[config.mk]
export PLATFORM = sky130hd
export DESIGN_NAME = branchTargetBuffer
export DESIGN_NICKNAME = d
export VERILOG_FILES = /design/src/logic/bpPkg.sv /design/src/logic/branchTargetBuffer.sv
export SDC_FILE = /design/constraint.sdc
export NUM_CORES = 2
export LEC_CHECK = 0
export BUFFER_PORTS_ARGS = -buffer_cell sky130_fd_sc_hd__buf_2
export CORE_AREA = 4 4 552 554
export DETAILED_ROUTE_END_ITERATION = 6
export DIE_AREA = 0 0 556 558
export PLACE_DENSITY_LB_ADDON = 0.25
export SLEW_MARGIN = 30
export SYNTH_ARGS = -nofsm -noshare
export SYNTH_HDL_FRONTEND = slang
export SYNTH_SLANG_ARGS = --single-unit
export TNS_END_PERCENT = 50
[constraint.sdc]
create_clock -name clk -period 7.8 [get_ports clk]
set_input_delay 1.56 -clock clk [delete_from_list [all_inputs] [get_ports clk]]
set_output_delay 1.56 -clock clk [all_outputs]
set_load 0.01 [all_outputs]
[src/logic/bpPkg.sv]
`default_nettype none

package bpPkg;

    localparam int NUM_IN = 2;
    localparam int NUM_ENTRIES = 32;
    localparam int ID_BITS = 12;
    localparam int BTB_IDX_BITS = $clog2(NUM_ENTRIES);
    localparam int BLOCK_BITS = 2; // halfwords per fetch block, log2
    localparam int HADDR_BITS = 31; // pc without bit 0
    localparam int TAG_LO = BLOCK_BITS + BTB_IDX_BITS;
    localparam int TAG_BITS = HADDR_BITS - TAG_LO;
    localparam int NUM_CTRS = 2 ** ID_BITS;
    localparam logic [1:0] CTR_INIT = 2'b01; // weakly not-taken

    // mispredict recovery from the branch unit
    typedef struct packed {
        logic taken;
        logic predicted;
        logic [ID_BITS-1:0] branchID;
        logic branchTaken;
    } BranchProv;

    typedef struct packed {
        logic valid;
        logic [HADDR_BITS-1:0] src;
        logic [HADDR_BITS-1:0] dst;
        logic isJump;
        logic compr;
    } BTUpdate;

    typedef struct packed {
        logic valid;
        logic isBranch;
        logic predicted;
        logic branchTaken;
        logic [ID_BITS-1:0] branchID; // history seen at prediction
        logic [HADDR_BITS-1:0] pc;
    } CommitUOp;

    // one slot of the target buffer
    typedef struct packed {
        logic valid;
        logic [TAG_BITS-1:0] tag;
        logic [BLOCK_BITS-1:0] src; // offset inside the block
        logic [HADDR_BITS-1:0] dst;
        logic isJump;
        logic compr;
        logic multiple; // another branch shares this block
    } BtbEntry;

endpackage

`default_nettype wire

[src/logic/branchTargetBuffer.sv]
`timescale 1ns/1ps
`default_nettype none

module branchTargetBuffer (
    input  logic                          clk,
    input  logic                          rst,
    input  logic                          pcValid,
    input  logic [bpPkg::HADDR_BITS-1:0]  pc,
    input  bpPkg::BTUpdate                btUpdate,
    output logic                          branchFound,
    output logic [bpPkg::HADDR_BITS-1:0]  branchSrc,
    output logic [bpPkg::HADDR_BITS-1:0]  branchDst,
    output logic                          branchIsJump,
    output logic                          branchCompr,
    output logic                          multipleBranches
);

    bpPkg::BtbEntry entries [bpPkg::NUM_ENTRIES];

    logic [bpPkg::BTB_IDX_BITS-1:0] rdIdx;
    logic [bpPkg::TAG_BITS-1:0]     rdTag;
    logic [bpPkg::BLOCK_BITS-1:0]   rdOffs;
    bpPkg::BtbEntry                 rdEntry;
    logic                           hit;

    logic [bpPkg::BTB_IDX_BITS-1:0] wrIdx;
    logic [bpPkg::TAG_BITS-1:0]     wrTag;
    logic [bpPkg::BLOCK_BITS-1:0]   wrOffs;
    bpPkg::BtbEntry                 wrOld;
    bpPkg::BtbEntry                 wrNew;

    // lookup side
    assign rdIdx   = pc[bpPkg::TAG_LO-1:bpPkg::BLOCK_BITS];
    assign rdTag   = pc[bpPkg::HADDR_BITS-1:bpPkg::TAG_LO];
    assign rdOffs  = pc[bpPkg::BLOCK_BITS-1:0];
    assign rdEntry = entries[rdIdx];

    // a branch before the fetch offset is already behind us
    assign hit = rdEntry.valid && (rdEntry.tag == rdTag) && (rdEntry.src >= rdOffs);

    always_ff @(posedge clk) begin
        if (rst) begin
            branchFound <= 1'b0;
        end else begin
            branchFound <= pcValid && hit;
        end
    end

    always_ff @(posedge clk) begin
        if (pcValid) begin
            branchSrc        <= {pc[bpPkg::HADDR_BITS-1:bpPkg::BLOCK_BITS], rdEntry.src};
            branchDst        <= rdEntry.dst;
            branchIsJump     <= rdEntry.isJump;
            branchCompr      <= rdEntry.compr;
            multipleBranches <= rdEntry.multiple;
        end
    end

    // install side
    assign wrIdx  = btUpdate.src[bpPkg::TAG_LO-1:bpPkg::BLOCK_BITS];
    assign wrTag  = btUpdate.src[bpPkg::HADDR_BITS-1:bpPkg::TAG_LO];
    assign wrOffs = btUpdate.src[bpPkg::BLOCK_BITS-1:0];
    assign wrOld  = entries[wrIdx];

    always_comb begin
        wrNew.valid    = 1'b1;
        wrNew.tag      = wrTag;
        wrNew.src      = wrOffs;
        wrNew.dst      = btUpdate.dst;
        wrNew.isJump   = btUpdate.isJump;
        wrNew.compr    = btUpdate.compr;
        wrNew.multiple = 1'b0; // fresh block

        if (wrOld.valid && (wrOld.tag == wrTag)) begin
            if (wrOld.src == wrOffs) begin
                wrNew.multiple = wrOld.multiple; // same branch, refresh target
            end else if (wrOld.src < wrOffs) begin
                // earlier branch stays, it is hit first
                wrNew          = wrOld;
                wrNew.multiple = 1'b1;
            end else begin
                wrNew.multiple = 1'b1;
            end
        end
    end

    always_ff @(posedge clk) begin
        if (rst) begin
            for (int i = 0; i < bpPkg::NUM_ENTRIES; i++) begin
                entries[i] <= '0;
            end
        end else if (btUpdate.valid) begin
            entries[wrIdx] <= wrNew;
        end
    end

endmodule

`default_nettype wire

==> flow_summary.json <==
{
  "critPathTopFamily": "simple AND/OR/NAND/NOR gates",
  "drive_gt1_share_pct": 26.3,
  "power.density_mw_per_mm2": 223,
  "ys_ff_latch": 2018,
  "htreeDepth": 4,
  "multi_input_area_mm2": 0.0408,
  "final_nets": 6849,
  "synth_most_common_cell": "edfxtp_1",
  "crit_path_end_kind": "flip-flop",
  "grt_pass1_vias": 71500,
  "antenna_found_initial": 22,
  "cts.sinks": 2018,
  "regArea_mm2": 0.0606,
  "grt_max_degree": 193,
  "via_count": 72100,
  "routedWlPerCell_um": 38.8,
  "synth_flop_cell": "edfxtp_1",
  "synthCells": 7000,
  "critical_path_class": "input port to flip-flop",
  "arrival_ns": 6.94,
  "numCtsBuffers": 225,
  "cp-start-kind": "input port",
  "drt-pass1-iter-count": 6,
  "final_core_util_pct": 39.2,
  "finalSetupViolations": 0,
  "path_cells": "buf_2 -> nand4b_1 -> buf_4 -> o22ai_1 -> nor4_1 -> and3_1 -> or4_1 -> or4_1 -> nor4_4 -> buf_12 -> buf_4 -> and3_1 -> buf_4 -> nor3_1",
  "syn_nets": 7104,
  "ir_drop_mv": 0.211,
  "finalHoldViolCount": 0,
  "crit_fanout": 30,
  "status": "complete, no violations",
  "synth_edf_count": 2017,
  "cts_hold_buffers": 0,
  "gr-total-overflow": 0,
  "fillers": 27500,
  "dpl.hpwl_um": 222000,
  "dp_slack_ns": 0.731,
  "hold_path.class": "input port to flip-flop",
  "grt_setup_unrepaired": "false",
  "drc_errors": 0,
  "post_cts_resized": 0,
  "post_cts_buffers": 0,
  "max_clock_freq_mhz": 157,
  "ioPinCount": 165,
  "setup_ws_ns": 1.44,
  "worst_pin_slew_ns": 1.13,
  "clk_pin_slew_worst_paths_ns": 0.06,
  "core_area_mm2": 0.300,
  "maxSlewHeadroom_pct": 24.7,
  "vias_per_cell": 6.62,
  "grt.total_usage_pct": 26.6,
  "die_y_um": 558,
  "ys_async_sr_fraction_pct": 0,
  "ant_nets": 0,
  "p_total_mw": 26.3,
  "seq_area_frac_synth_pct": 57.9,
  "fin_skew_ns": 0.0543,
  "insertion_delay_ns": 0.91,
  "critical-path-max-stage-delay_ns": 0.95,
  "synthTopCellsByArea": "edfxtp_1 (58%), mux4_2 (19%), nor3_1 (5.2%)",
  "die_w_um": 556,
  "critPathRequiredTime_ns": 8.39,
  "synth_cell_types": 39,
  "synth_top_area_share_pct": 57.9,
  "totalWireLength_um": 422000,
  "drt_iter0_drc": 10200,
  "synth_common_cells": "edfxtp_1 (2017), nor3_1 (1091), mux4_2 (905), and3_1 (817), clkbuf_1 (697)",
  "fin_setup_tns_ns": 0,
  "maxCapViolations": 0,
  "fp-row-count": 201,
  "min_period_over_period_pct": 81.5,
  "p_leak_nw": 41.6,
  "syn2layout_area_growth_pct": 12.4,
  "crit_buf_inv": 5,
  "slowest_stage": "nand4b_1",
  "drv_slew": 0,
  "synth.avg_cell_area_um2": 14.9,
  "cts_root_buffer": "clkbuf_16",
  "yosys.area.top_type": "edfxtp_1",
  "port_buffers": 164,
  "routabilityCongestion": 0.817,
  "crit_top_cell": "buf_4",
  "post-route-min-period_ns": 6.36,
  "dieArea_mm2": 0.310,
  "synth_area_mm2": 0.105,
  "grt_pass1_wl_um": 581000,
  "cts_tree": "done",
  "yosysWarnings": 0,
  "start_util_pct": 34.9,
  "cts_buffer_depth": 4
}
through the flow:
| step | area (um^2) | hold WS (ns) | instances |
|---|---|---|---|
| 6_report | 118000 | 0.881 | 10900 |
| 4_1_cts | 117000 | 0.818 | 10900 |
| 2_1_floorplan | 105000 | 0.948 | 7000 |
| 3_5_place_dp | 111000 | 1.02 | 10500 |
| 3_3_place_gp | 111000 | 1.00 | 10500 |
| 5_1_grt | 118000 | 0.840 | 10900 |
layout make-up:
cell class,instances,area share (%)
antenna,9,0.0192
clock buffer,284,5.03
multi-input combinational,3983,34.7
timing repair buffer,479,3.65
sequential,2018,51.5
tap,3958,4.21
inverter,38,0.128
clock inverter,109,0.688
kinds of logic (layout without fill, tap and decap cells):
family / Yosys count / count (layout) / share of synthesized area [%]
multiplexers: 1353 / 1353 / 23.8
XOR/XNOR: 27 / 27 / 0.226
flip-flops: 2018 / 2018 / 57.9
AND/OR/NAND/NOR: 2197 / 2197 / 11.7
buffers and inverters: 999 / 910 / 3.76
AO/OA/AOI/OAI: 401 / 401 / 2.51
other: 0 / 9 / 0
adder cells (fa/ha/maj): 5 / 5 / 0.0598
registers in the layout (all words and copies together) (netlist names):
name              flops
branchFound           1
branchIsJump          1
branchDst            31
multipleBranches      1
branchCompr           1
entries            1952
branchSrc            31
routing by layer:
metal / global-route usage [%] / wire length [um]
met4: 11.2 / 20700
met1: 35.9 / 160000
met2: 41.5 / 193000
met5: 0.108 / 85
met3: 6.01 / 48500
power by group:
part           internal (mW)  switching, mW
Sequential              12.5          0.282
Combinational           1.26           1.97
Clock                   5.70           4.51
path summary, 6_finish.rpt:
kind | from | endpoint | slack, ns | depth (start not counted)
hold reg to reg | entries[27][21] | branchDst[18] | 1.03 | 3
setup reg to reg | entries[18][45] | entries[3][19] | 3.11 | 12
hold / removal | pc[12] | branchSrc[12] | 0.88 | 1
setup / recovery | btUpdate[38] | entries[3][19] | 1.44 | 14
placed cells by master, fill, tap and decap left out, types with 55 or more instances in the layout:
master | netlist | final
edfxtp_1 | 2017 | 2017
nor3_1 | 1091 | 1088
mux4_2 | 905 | 905
and3_1 | 817 | 816
mux2i_1 | 413 | 411
clkbuf_16 | 0 | 228
buf_4 | 2 | 224
o22ai_1 | 193 | 193
buf_2 | 143 | 157
a22oi_1 | 147 | 147
buf_12 | 0 | 74
nor2_1 | 72 | 69
clkinv_1 | 1 | 63
clkbuf_1 | 697 | 56
nor4_1 | 55 | 55
worst reg2reg max path, delay by kind of cell, from the launching register on:
family | cells | cell delay (ns)
flops | 1 | 0.39
buf+inv | 3 | 1.03
simple gates | 6 | 2.48
compound gates | 2 | 0.25
mux | 1 | 0.21
Note: power is estimated with default switching activity, not from simulation.
