--- src/logic/bpPkg.sv ---
`default_nettype none

package bpPkg;

    localparam int NUM_IN = 2;
    localparam int NUM_ENTRIES = 32;
    localparam int ID_BITS = 12;
    localparam int BTB_IDX_BITS = $clog2(NUM_ENTRIES);
    localparam int BLOCK_BITS = 2; // halfwords per fetch block, log2
    localparam int HADDR_BITS = 31; // pc without bit 0
    localparam int TAG_LO = BLOCK_BITS + BTB_IDX_BITS;
    localparam int TAG_BITS = HADDR_BITS - TAG_LO;
    localparam int NUM_CTRS = 2 ** ID_BITS;
    localparam logic [1:0] CTR_INIT = 2'b01; // weakly not-taken

    // mispredict recovery from the branch unit
    typedef struct packed {
        logic taken;
        logic predicted;
        logic [ID_BITS-1:0] branchID;
        logic branchTaken;
    } BranchProv;

    typedef struct packed {
        logic valid;
        logic [HADDR_BITS-1:0] src;
        logic [HADDR_BITS-1:0] dst;
        logic isJump;
        logic compr;
    } BTUpdate;

    typedef struct packed {
        logic valid;
        logic isBranch;
        logic predicted;
        logic branchTaken;
        logic [ID_BITS-1:0] branchID; // history seen at prediction
        logic [HADDR_BITS-1:0] pc;
    } CommitUOp;

    // one slot of the target buffer
    typedef struct packed {
        logic valid;
        logic [TAG_BITS-1:0] tag;
        logic [BLOCK_BITS-1:0] src; // offset inside the block
        logic [HADDR_BITS-1:0] dst;
        logic isJump;
        logic compr;
        logic multiple; // another branch shares this block
    } BtbEntry;

endpackage

`default_nettype wire

--- src/logic/globalHistory.sv ---
`timescale 1ns/1ps
`default_nettype none

module globalHistory (
    input  logic                       clk,
    input  logic                       rst,
    input  logic                       specShift,
    input  logic                       specTaken,
    input  bpPkg::BranchProv           branchProv,
    input  logic                       commitShift,
    input  logic                       commitTaken,
    output logic [bpPkg::ID_BITS-1:0]  specHistory,
    output logic [bpPkg::ID_BITS-1:0]  comHistory
);

    logic [bpPkg::ID_BITS-1:0] specNext;

    // recovery wins over a lookup shift in the same cycle
    always_comb begin
        specNext = specHistory;
        if (branchProv.taken) begin
            if (branchProv.predicted) begin
                specNext = {branchProv.branchID[bpPkg::ID_BITS-2:0], branchProv.branchTaken};
            end else begin
                specNext = branchProv.branchID; // never shifted in
            end
        end else if (specShift) begin
            specNext = {specHistory[bpPkg::ID_BITS-2:0], specTaken};
        end
    end

    always_ff @(posedge clk) begin
        if (rst) begin
            specHistory <= '0;
        end else begin
            specHistory <= specNext;
        end
    end

    // architectural history, advanced at retirement
    always_ff @(posedge clk) begin
        if (rst) begin
            comHistory <= '0;
        end else if (commitShift) begin
            comHistory <= {comHistory[bpPkg::ID_BITS-2:0], commitTaken};
        end
    end

endmodule

`default_nettype wire

--- config.mk ---
export PLATFORM = sky130hd
export DESIGN_NAME = globalHistory
export DESIGN_NICKNAME = d
export VERILOG_FILES = /design/src/logic/bpPkg.sv /design/src/logic/globalHistory.sv
export SDC_FILE = /design/constraint.sdc
export NUM_CORES = 1
export LEC_CHECK = 0
export BUFFER_PORTS_ARGS = -buffer_cell sky130_fd_sc_hd__buf_2
export CELL_PAD_IN_SITES_DETAIL_PLACEMENT = 2
export CELL_PAD_IN_SITES_GLOBAL_PLACEMENT = 2
export CORE_MARGIN = 8
export CORE_UTILIZATION = 29
export CTS_CLUSTER_SIZE = 25
export DETAILED_ROUTE_END_ITERATION = 6
export PLACE_DENSITY = 0.77
export RECOVER_POWER = 100
export SYNTH_ARGS = -nofsm -noshare
export SYNTH_HDL_FRONTEND = slang
export SYNTH_SLANG_ARGS = --single-unit
--- constraint.sdc ---
create_clock -name clk -period 1.7 [get_ports clk]
set_input_delay 0.17 -clock clk [delete_from_list [all_inputs] [get_ports clk]]
set_output_delay 0.17 -clock clk [all_outputs]
set_load 0.05 [all_outputs]
==> impl_results.md, run 1 <==
* Hold WC Path Type: in2reg
* Yosys reg bits at 24
* CP Launch Type: flop
* Port bufs at 44
* RSZ-0062 raised after global routing: no
* Core area at 3360 um2
* Filler cells at 417
* DIE WIDTH at 75.6 um
* Worst-Skew Late Latency at 0.31 ns
* Hold depth at 3
* # DRC at 0
* Synth cell types at 9
* CP Capture Type: output port
* Pins Over Slew Limit at 0
* Initial antenna violation count at 0
* Hold Fails Final Rpt at 0
* Clock root buffer: clkbuf_4
* Die area at 5710 um2
* Fin cells at 180
* CP Buf/Inv Count at 1
* Crit path arrival time at 1.18 ns
* Ports at 45
* Worst VDD drop at 311 uV
* Final min period at 1.35 ns
* Max-cap violations at 0
* Power per cell area at 893 nW/um2
* Leak at 0.564 nW
* Pwr Total at 0.00112 W
* Cells after DPL at 176
* Antenna cells at 0
* DR vias at 862
* Fin Setup TNS at 0 ns
* # setup viols final at 0
* Rows at 21
* Synth Area per Inst at 11.2 um2
* Vias/cell at 4.79
* Starting density of the core at 0.306
* Total grt overflow at 0
* Setup Crit Path Kind: reg2out
* Yosys top cell by area: dfxtp_1
* Slew margin rel. at 0.583
* CTS Hold Bufs at 0
* Final worst path period share at 0.797
* Area contributors post-synth: dfxtp_1 47%, mux2i_1 35%, o22ai_1 7.3%
* Worst-Margin Slew at 0.628 ns
* Most frequent cells in the layout: 36 x mux2i_1, 25 x clkbuf_1, 24 x dfxtp_1
* Worst path max stage delay at 0.49 ns
* Area growth syn-to-layout at 22.2%
* Cells after Synth at 92
* Clock sink count at 24
* CP required at 1.53 ns
* Global-route wire length before repair at 4790 um
* CTS tree: done
* CP max stage cell: clkbuf_1
* Routed wire length at 2900 um
* Post-Syn Nets at 113
* Commonest non-fill, non-tap cell in the layout: mux2i_1
* Synth top area share at 0.467
* Routed WL per cell at 16.1 um
* GP Congestion at 0.662
* Share of layout cells above drive strength 1 at 0.179
* Clock transition at the registers of the reported paths at 0.13 ns
* Max Freq at 738 MHz
* Nets at 156
* Cell family with most CP delay: buffers and inverters
* Worst-path fanout max at 3
* R2R depth at 2
* Post-route ant nets at 0
* Total CTS buffers at 3
* Setup Buffers After CTS at 0
* CTS H-tree lvls at 1
* Overall routing resource usage at 0.108
* Critical-path cell list: clkbuf_1
* Pin count of the biggest net entering global routing at 15
* Cell Area, Placed at 1250 um2
* Die height at 75.6 um
* Pre-antenna DRT Iters at 2
* # resized after CTS at 0
* Final Skew at 0.00658 ns
* Outcome: finished, final reports clean
* CP Depth at 1
* Post-layout instance area at 1260 um2
* Synthesized cell area at 1030 um2
* Yosys warning count at 0
* Seq/Total Area, Yosys at 0.467
* Vias in the first global route at 1007
* Longest Clk Path Bufs at 2
* Estimated wirelength of the detail-placed design at 2320 um
* Iteration-0 DRC Markers at 9
[through the flow]
step	utilization	setup WS (ns)	hold slack [ns]
final	0.374	0.346	0.0962
after global routing	0.374	0.267	0.0981
after CTS	0.384	0.530	0.0850
after detailed placement	0.373	0.549	0.424
after global placement	0.373	0.581	0.414
after floorplan	-	0.709	0.242
[sequential cells by signal, indices dropped and copies added, names as in the netlist]
signal and cells:
comHistory 12, specHistory 12
[path summary, 6_finish.rpt]
kind,to,from,slack [ns]
min reg2reg,comHistory[11],comHistory[11],0.52
max,comHistory[10],comHistory[10],0.35
max reg2reg,specHistory[6],specHistory[5],0.94
min,comHistory[0],commitTaken,0.1
[synthesized netlist by cell type]
cell type	n
buf_2	1
buf_6	4
clkbuf_1	1
dfxtp_1	24
mux2i_1	36
nand2b_1	1
nor2_1	12
o22ai_1	12
or2_4	1
[final cells by class]
cell class,count,area (um2),area share
clock buffers,4,36.3,0.0288
well taps,46,57.6,0.0457
flip-flops and latches,24,480,0.382
multi-input cells,62,495,0.394
repair buffers,44,189,0.150
[kinds of logic after synthesis]
group           after synthesis  share of synthesized area
mux                          36                      0.350
flops                        24                      0.467
simple gates                 14                     0.0583
compound gates               12                     0.0729
buf+inv                       6                     0.0522
[layer usage]
metal / up-vias / GRT usage / routed length, um / share of wire
met5: - / 0 / 0 / 0
met4: 0 / 0.0192 / 8 / 0.0028
met3: 2 / 0.0382 / 247 / 0.085
met2: 30 / 0.201 / 1470 / 0.51
met1: 412 / 0.113 / 1180 / 0.41
li1: 418 / - / - / -
[power by group]
group	switching, W	internal (W)	leakage (nW)
Clock	0.000165	0.000131	0.0210
Sequential	0.0000172	0.000586	0.196
Combinational	0.000156	0.0000700	0.347
Total	0.000338	0.000787	0.564
(Power assumes the default switching activity.)
==> run 2: changes to the inputs <==
--- a/config.mk
+++ b/config.mk
@@ -9,10 +9,10 @@
 export CELL_PAD_IN_SITES_DETAIL_PLACEMENT = 2
 export CELL_PAD_IN_SITES_GLOBAL_PLACEMENT = 2
 export CORE_MARGIN = 8
-export CORE_UTILIZATION = 29
+export CORE_UTILIZATION = 24
 export CTS_CLUSTER_SIZE = 25
 export DETAILED_ROUTE_END_ITERATION = 6
-export PLACE_DENSITY = 0.77
+export PLACE_DENSITY = 0.68
 export RECOVER_POWER = 100
 export SYNTH_ARGS = -nofsm -noshare
 export SYNTH_HDL_FRONTEND = slang
==> constraint.sdc (replaced) <==
create_clock -name clk -period 1.1 [get_ports clk]
set_input_delay 0.11 -clock clk [delete_from_list [all_inputs] [get_ports clk]]
set_output_delay 0.11 -clock clk [all_outputs]
set_load 0.05 [all_outputs]
==> run 2 against run 1 <==
  * Register-to-register slack worse by 0.56 ns
  * Utilization is 6.2 points lower
  * Clock power is 100% higher
  * First-iteration DRC count is 11% higher
  * Non-clock buffer count is 1 higher
  * Total power is 69% higher
  * Cell area is 5.2% higher
  * Critical path depth stayed put
  * Cell count is 3.9% higher
  * Flip-flop and latch count stayed put
  * Via count is 2.1% higher
  * Worst setup slack worse by 0.29 ns
  * Critical endpoint is now specHistory[5]
  * Highest routed layer unchanged
==> impl_results.md, run 2 (synthesis gave the netlist of run 1 again) <==
* Share of layout cells above drive strength 1 at 0.370
* Pre-antenna DRT Iters at 2
* GR peak layer: met2
* CP Launch Type: flop
* Routed WL per cell at 16.0 um
* Clock root buffer: clkbuf_8
* Critical-path cell list: clkbuf_2
* Pin count of the biggest net entering global routing at 15
* Crit path arrival time at 0.94 ns
* Worst path max stage delay at 0.37 ns
* Final Skew at 0.00367 ns
* Combinational Power Share at 0.190
* Vias in the first global route at 1005
* Power per cell area at 1430 nW/um2
* CP required at 0.99 ns
* Die height at 81.5 um
* Initial antenna violation count at 0
* Internal at 0.00134 W
* Most frequent cells in the layout: 36 x mux2i_1, 27 x buf_2, 24 x dfxtp_1
* Setup slack, reg-to-reg at 0.38 ns
* Commonest non-fill, non-tap cell in the layout: mux2i_1
* Longest Clk Path Bufs at 2
* Global-route wire length before repair at 4790 um
* Clock sink count at 24
* CP Buf/Inv Count at 1
* Overall routing resource usage at 0.0934
* Met1 usage at 0.0955
* Clock share of power at 0.318
* CTS tree: done
* Hold Fails Final Rpt at 0
* Leak at 0.666 nW
* CP Capture Type: output port
* Met2 Track Usage GR at 0.162
* Setup Buffers After CTS at 0
* CP max stage cell: dfxtp_1
* Ports at 45
* # resized after CTS at 0
* Worst reg2reg startpoint: specHistory[3]
* DIE WIDTH at 81.5 um
* Hold EP: comHistory[0]
* Final min period at 1.05 ns
* DR vias at 880
* Max-cap violations at 0
* Slew margin rel. at 0.756
* Total CTS buffers at 3
* Switching share of total power at 0.291
* FF-to-FF End: specHistory[4]
* Fin Setup TNS at 0 ns
* Estimated wirelength of the detail-placed design at 2350 um
* # setup viols final at 0
* Worst VDD drop at 513 uV
* Met3 usage at 0.0427
* R2R depth at 2
* Port bufs at 44
* Iteration-0 DRC Markers at 10
* Hold path start: commitTaken
* Nets at 157
* Core area at 4230 um2
* Reg power frac at 0.492
* Rows at 24
* Outcome: finished, final reports clean
* Cell Area, Placed at 1270 um2
* CTS H-tree lvls at 1
* Routed wire length at 2990 um
* CTS Hold Bufs at 0
* RSZ-0062 raised after global routing: no
* Max Freq at 956 MHz
* Worst-Skew Late Latency at 0.27 ns
* Worst-path fanout max at 3
* Cell family with most CP delay: flip-flops
* Worst-Margin Slew at 0.365 ns
* GP Congestion at 0.711
* # DRC at 0
* Pins Over Slew Limit at 0
* Final core utilization at 0.313
* Clock transition at the registers of the reported paths at 0.09 ns
* Die area at 6640 um2
* Final worst path period share at 0.951
* Post-layout instance area at 1320 um2
* Total grt overflow at 0
* Antenna cells at 0
* Sw Pwr at 0.000551 W
* Hold depth at 3
* Setup Crit Path Kind: reg2out
* Post-route ant nets at 0
* Hold WC Path Type: in2reg
* Biggest regs: comHistory x12, specHistory x12
* Starting density of the core at 0.243
* Area growth syn-to-layout at 28.6%
* Vias/cell at 4.71
* Hold WS at 0.0772 ns
run 2: cell types whose count changed in the layout (fill, tap and decap cells not counted):
cell | before | now
clkbuf_8 | 1 | 4
clkbuf_2 | 0 | 17
clkbuf_4 | 3 | 0
buf_4 | 0 | 1
clkbuf_1 | 25 | 0
buf_2 | 19 | 27
run 2: power by group through the flow:
stage	combinational (W)	sequential [W]	clock, W
after global placement	0.000359	0.000950	0
final	0.000360	0.000933	0.000603
after global routing	0.000386	0.000938	0.000675
after CTS	0.000367	0.000933	0.000637
after floorplan	0.000141	0.00107	0
after detailed placement	0.000367	0.000953	0
run 2: layout make-up:
class                           instances  area, um2
Tap cell                               52       65.1
Clock buffer                            4       55.1
Timing Repair Buffer                   45        228
Multi-Input combinational cell         62        495
Fill cell                             493       2910
Sequential cell                        24        480
run 2: stage by stage:
| step | power, W | setup slack [ns] | instances |
|---|---|---|---|
| floorplan | 0.00121 | 0.109 | 92 |
| global placement | 0.00131 | 0.211 | 183 |
| detailed placement | 0.00132 | 0.144 | 183 |
| CTS | 0.00194 | 0.0490 | 187 |
| global route | 0.00200 | 0.00918 | 187 |
| finish | 0.00190 | 0.0543 | 187 |
run 2: metal layers:
layer,wire length (um),up-vias
met5,0,-
met2,1440,35
met4,39,0
li1,-,419
met1,1150,422
met3,358,4
run 2: how the worst max path moves through the flow:
stage	from	endpoint	slack (ns)	depth (start not counted)
after floorplan	specHistory[6]	specHistory[7]	0.11	2
after global placement	rst	specHistory[7]	0.21	4
after detailed placement	specShift	specHistory[4]	0.14	3
after CTS	comHistory[4]	comHistory[4]	0.05	1
after global routing	comHistory[10]	comHistory[10]	0.009	1
final	specHistory[5]	specHistory[5]	0.05	1
==> run 3: changes to the inputs <==
--- a/config.mk
+++ b/config.mk
@@ -5,11 +5,12 @@
 export SDC_FILE = /design/constraint.sdc
 export NUM_CORES = 1
 export LEC_CHECK = 0
+export ABC_AREA = 1
 export BUFFER_PORTS_ARGS = -buffer_cell sky130_fd_sc_hd__buf_2
 export CELL_PAD_IN_SITES_DETAIL_PLACEMENT = 2
 export CELL_PAD_IN_SITES_GLOBAL_PLACEMENT = 2
 export CORE_MARGIN = 8
-export CORE_UTILIZATION = 24
+export CORE_UTILIZATION = 21
 export CTS_CLUSTER_SIZE = 25
 export DETAILED_ROUTE_END_ITERATION = 6
 export PLACE_DENSITY = 0.68
==> run 3 against run 2 <==
  * Non-clock buffer count is 4 higher
  * Sequential power increased by 4.7%
  * Cell area up 17%
  * Clock skew increased by 0.0051 ns
  * Total power up 23%
  * Register-to-register slack is essentially flat
==> impl_results.md, run 3 <==
* Antenna cells at 0
* Clock root buffer: clkbuf_8
* Routed wire length at 3820 um
* Synth top area share at 0.409
* Main synth FF type: dfxtp_1
* Yosys warning count at 0
* CP max stage cell: dfxtp_1
* Vias/cell at 4.27
* Final worst path period share at 0.960
* Leak at 0.812 nW
* Power per cell area at 1510 nW/um2
* Routed WL per cell at 12.7 um
* CTS Hold Bufs at 0
* Max-cap violations at 0
* Post-synth ARST share at 0
* Post-route ant nets at 0
* Die area at 8250 um2
* Overall routing resource usage at 0.0922
* Worst-path fanout max at 3
* Port bufs at 44
* Post-layout instance area at 1550 um2
* Worst-Margin Slew at 0.378 ns
* Outcome: finished, final reports clean
* Global-route wire length before repair at 6320 um
* Setup Buffers After CTS at 0
* Most instantiated library cell after synthesis: nand2_1
* Total CTS buffers at 3
* GP Congestion at 0.681
* Area growth syn-to-layout at 31.5%
* Iteration-0 DRC Markers at 36
* Worst VDD drop at 938 uV
* Clock sink count at 24
* Core area at 5470 um2
* Cell family with most CP delay: flip-flops
* Initial antenna violation count at 0
* DR vias at 1281
* Fin Setup TNS at 0 ns
* CP Capture Type: output port
* Pin count of the biggest net entering global routing at 25
* Final min period at 1.06 ns
* Total grt overflow at 0
* DIE WIDTH at 90.8 um
* Ports at 45
* Yosys reg bits at 24
* Critical-path cell list: buf_2
* Final Skew at 0.00882 ns
* Cell Area, Placed at 1470 um2
* Setup Crit Path Kind: reg2out
* Pre-antenna DRT Iters at 4
* Cells after Synth at 185
* RSZ-0062 raised after global routing: no
* EDFF count, synth at 0
* Commonest non-fill, non-tap cell in the layout: nand2_1
* Estimated wirelength of the detail-placed design at 2920 um
* Area contributors post-synth: dfxtp_1 41%, nand2_1 15%, o21ai_0 9.8%
* Yosys top cell by area: dfxtp_1
* Worst-Skew Late Latency at 0.27 ns
* Synth cell types at 14
* Longest Clk Path Bufs at 2
* Nets at 250
* Die height at 90.8 um
* Crit path arrival time at 0.95 ns
* Synth Area per Inst at 6.36 um2
* CP Launch Type: flop
* Hold Fails Final Rpt at 0
* Rows at 27
* Starting density of the core at 0.215
* Pins Over Slew Limit at 0
* Max Freq at 947 MHz
* # DRC at 0
* Slew margin rel. at 0.748
* # setup viols final at 0
* CP Buf/Inv Count at 1
* Vias in the first global route at 1299
* Most frequent cells in the layout: 48 x nand2_1, 29 x inv_1, 29 x buf_2
* CTS tree: done
* Share of layout cells above drive strength 1 at 0.241
* Seq/Total Area, Yosys at 0.409
* Biggest regs: comHistory x12, specHistory x12
* Worst path max stage delay at 0.39 ns
* Clock transition at the registers of the reported paths at 0.10 ns
* CP required at 0.99 ns
* Post-synth top cells: 48 x nand2_1, 29 x inv_1, 24 x dfxtp_1, 24 x nor2_1, 23 x o21ai_0
* Post-Syn Nets at 206
* Synthesized cell area at 1180 um2
* CTS H-tree lvls at 1
* # resized after CTS at 0
* Hold WC Path Type: in2reg
[run 3: cell types whose count changed in the layout (fill, tap and decap cells not counted), moves of 2 or more]
cell,delta
o21ai_0,+23
nor2_1,+12
nand3_1,+12
a21oi_1,+12
buf_4,+3
buf_2,+2
mux2i_1,-36
inv_1,+29
nand2_1,+48
clkbuf_2,-4
o22ai_1,-12
clkbuf_4,+2
[run 3: metrics by stage]
step / total power, W / worst slack, ns / utilization / hold WS (ns) / cells
6_report: 0.00234 / 0.0440 / 0.283 / 0.0723 / 300
5_1_grt: 0.00247 / 0.00502 / 0.283 / 0.0798 / 300
4_1_cts: 0.00238 / 0.0145 / 0.282 / 0.0624 / 300
3_5_place_dp: 0.00157 / 0.242 / 0.269 / 0.349 / 296
3_3_place_gp: 0.00156 / 0.239 / 0.269 / 0.356 / 296
2_1_floorplan: 0.00140 / 0.115 / - / 0.245 / 185
[run 3: cell families (layout without fill, tap and decap cells)]
logic type	Yosys count	after routing	synth area share
buffers and inverters	40	83	0.149
DFF	24	24	0.409
and+or+nand+nor	85	85	0.286
AOI/OAI and AO/OA	36	36	0.156
[run 3: power by group]
group | leakage [nW] | internal [W] | total (W) | switching (W)
clock network | 0.0357 | 0.000487 | 0.000800 | 0.000313
logic | 0.577 | 0.000155 | 0.000562 | 0.000407
registers | 0.199 | 0.000931 | 0.000977 | 0.0000462
total | 0.812 | 0.00157 | 0.00234 | 0.000766
[run 3: path summary, 6_finish.rpt]
check / slack (ns) / start / end / cells after the start
hold / removal: 0.07 / commitTaken / comHistory[0] / 3
setup / recovery: 0.04 / specHistory[5] / specHistory[5] / 1
hold reg to reg: 0.51 / comHistory[2] / comHistory[3] / 2
setup reg to reg: 0.38 / specHistory[4] / specHistory[4] / 4
[run 3: layout make-up]
class	instances	area, um2
Fill cell	688	3930
Multi-Input combinational cell	121	517
Inverter	30	113
Timing Repair Buffer	49	275
Tap cell	72	90.1
Clock inverter	1	30.0
Clock buffer	3	41.3
Sequential cell	24	480
[run 3: routing by layer]
metal | track usage | wire (um) | part of all wire
met5 | 0 | 0 | 0
met4 | 0.0164 | 18 | 0.0047
met3 | 0.0249 | 95 | 0.025
met2 | 0.157 | 1900 | 0.50
met1 | 0.114 | 1800 | 0.47
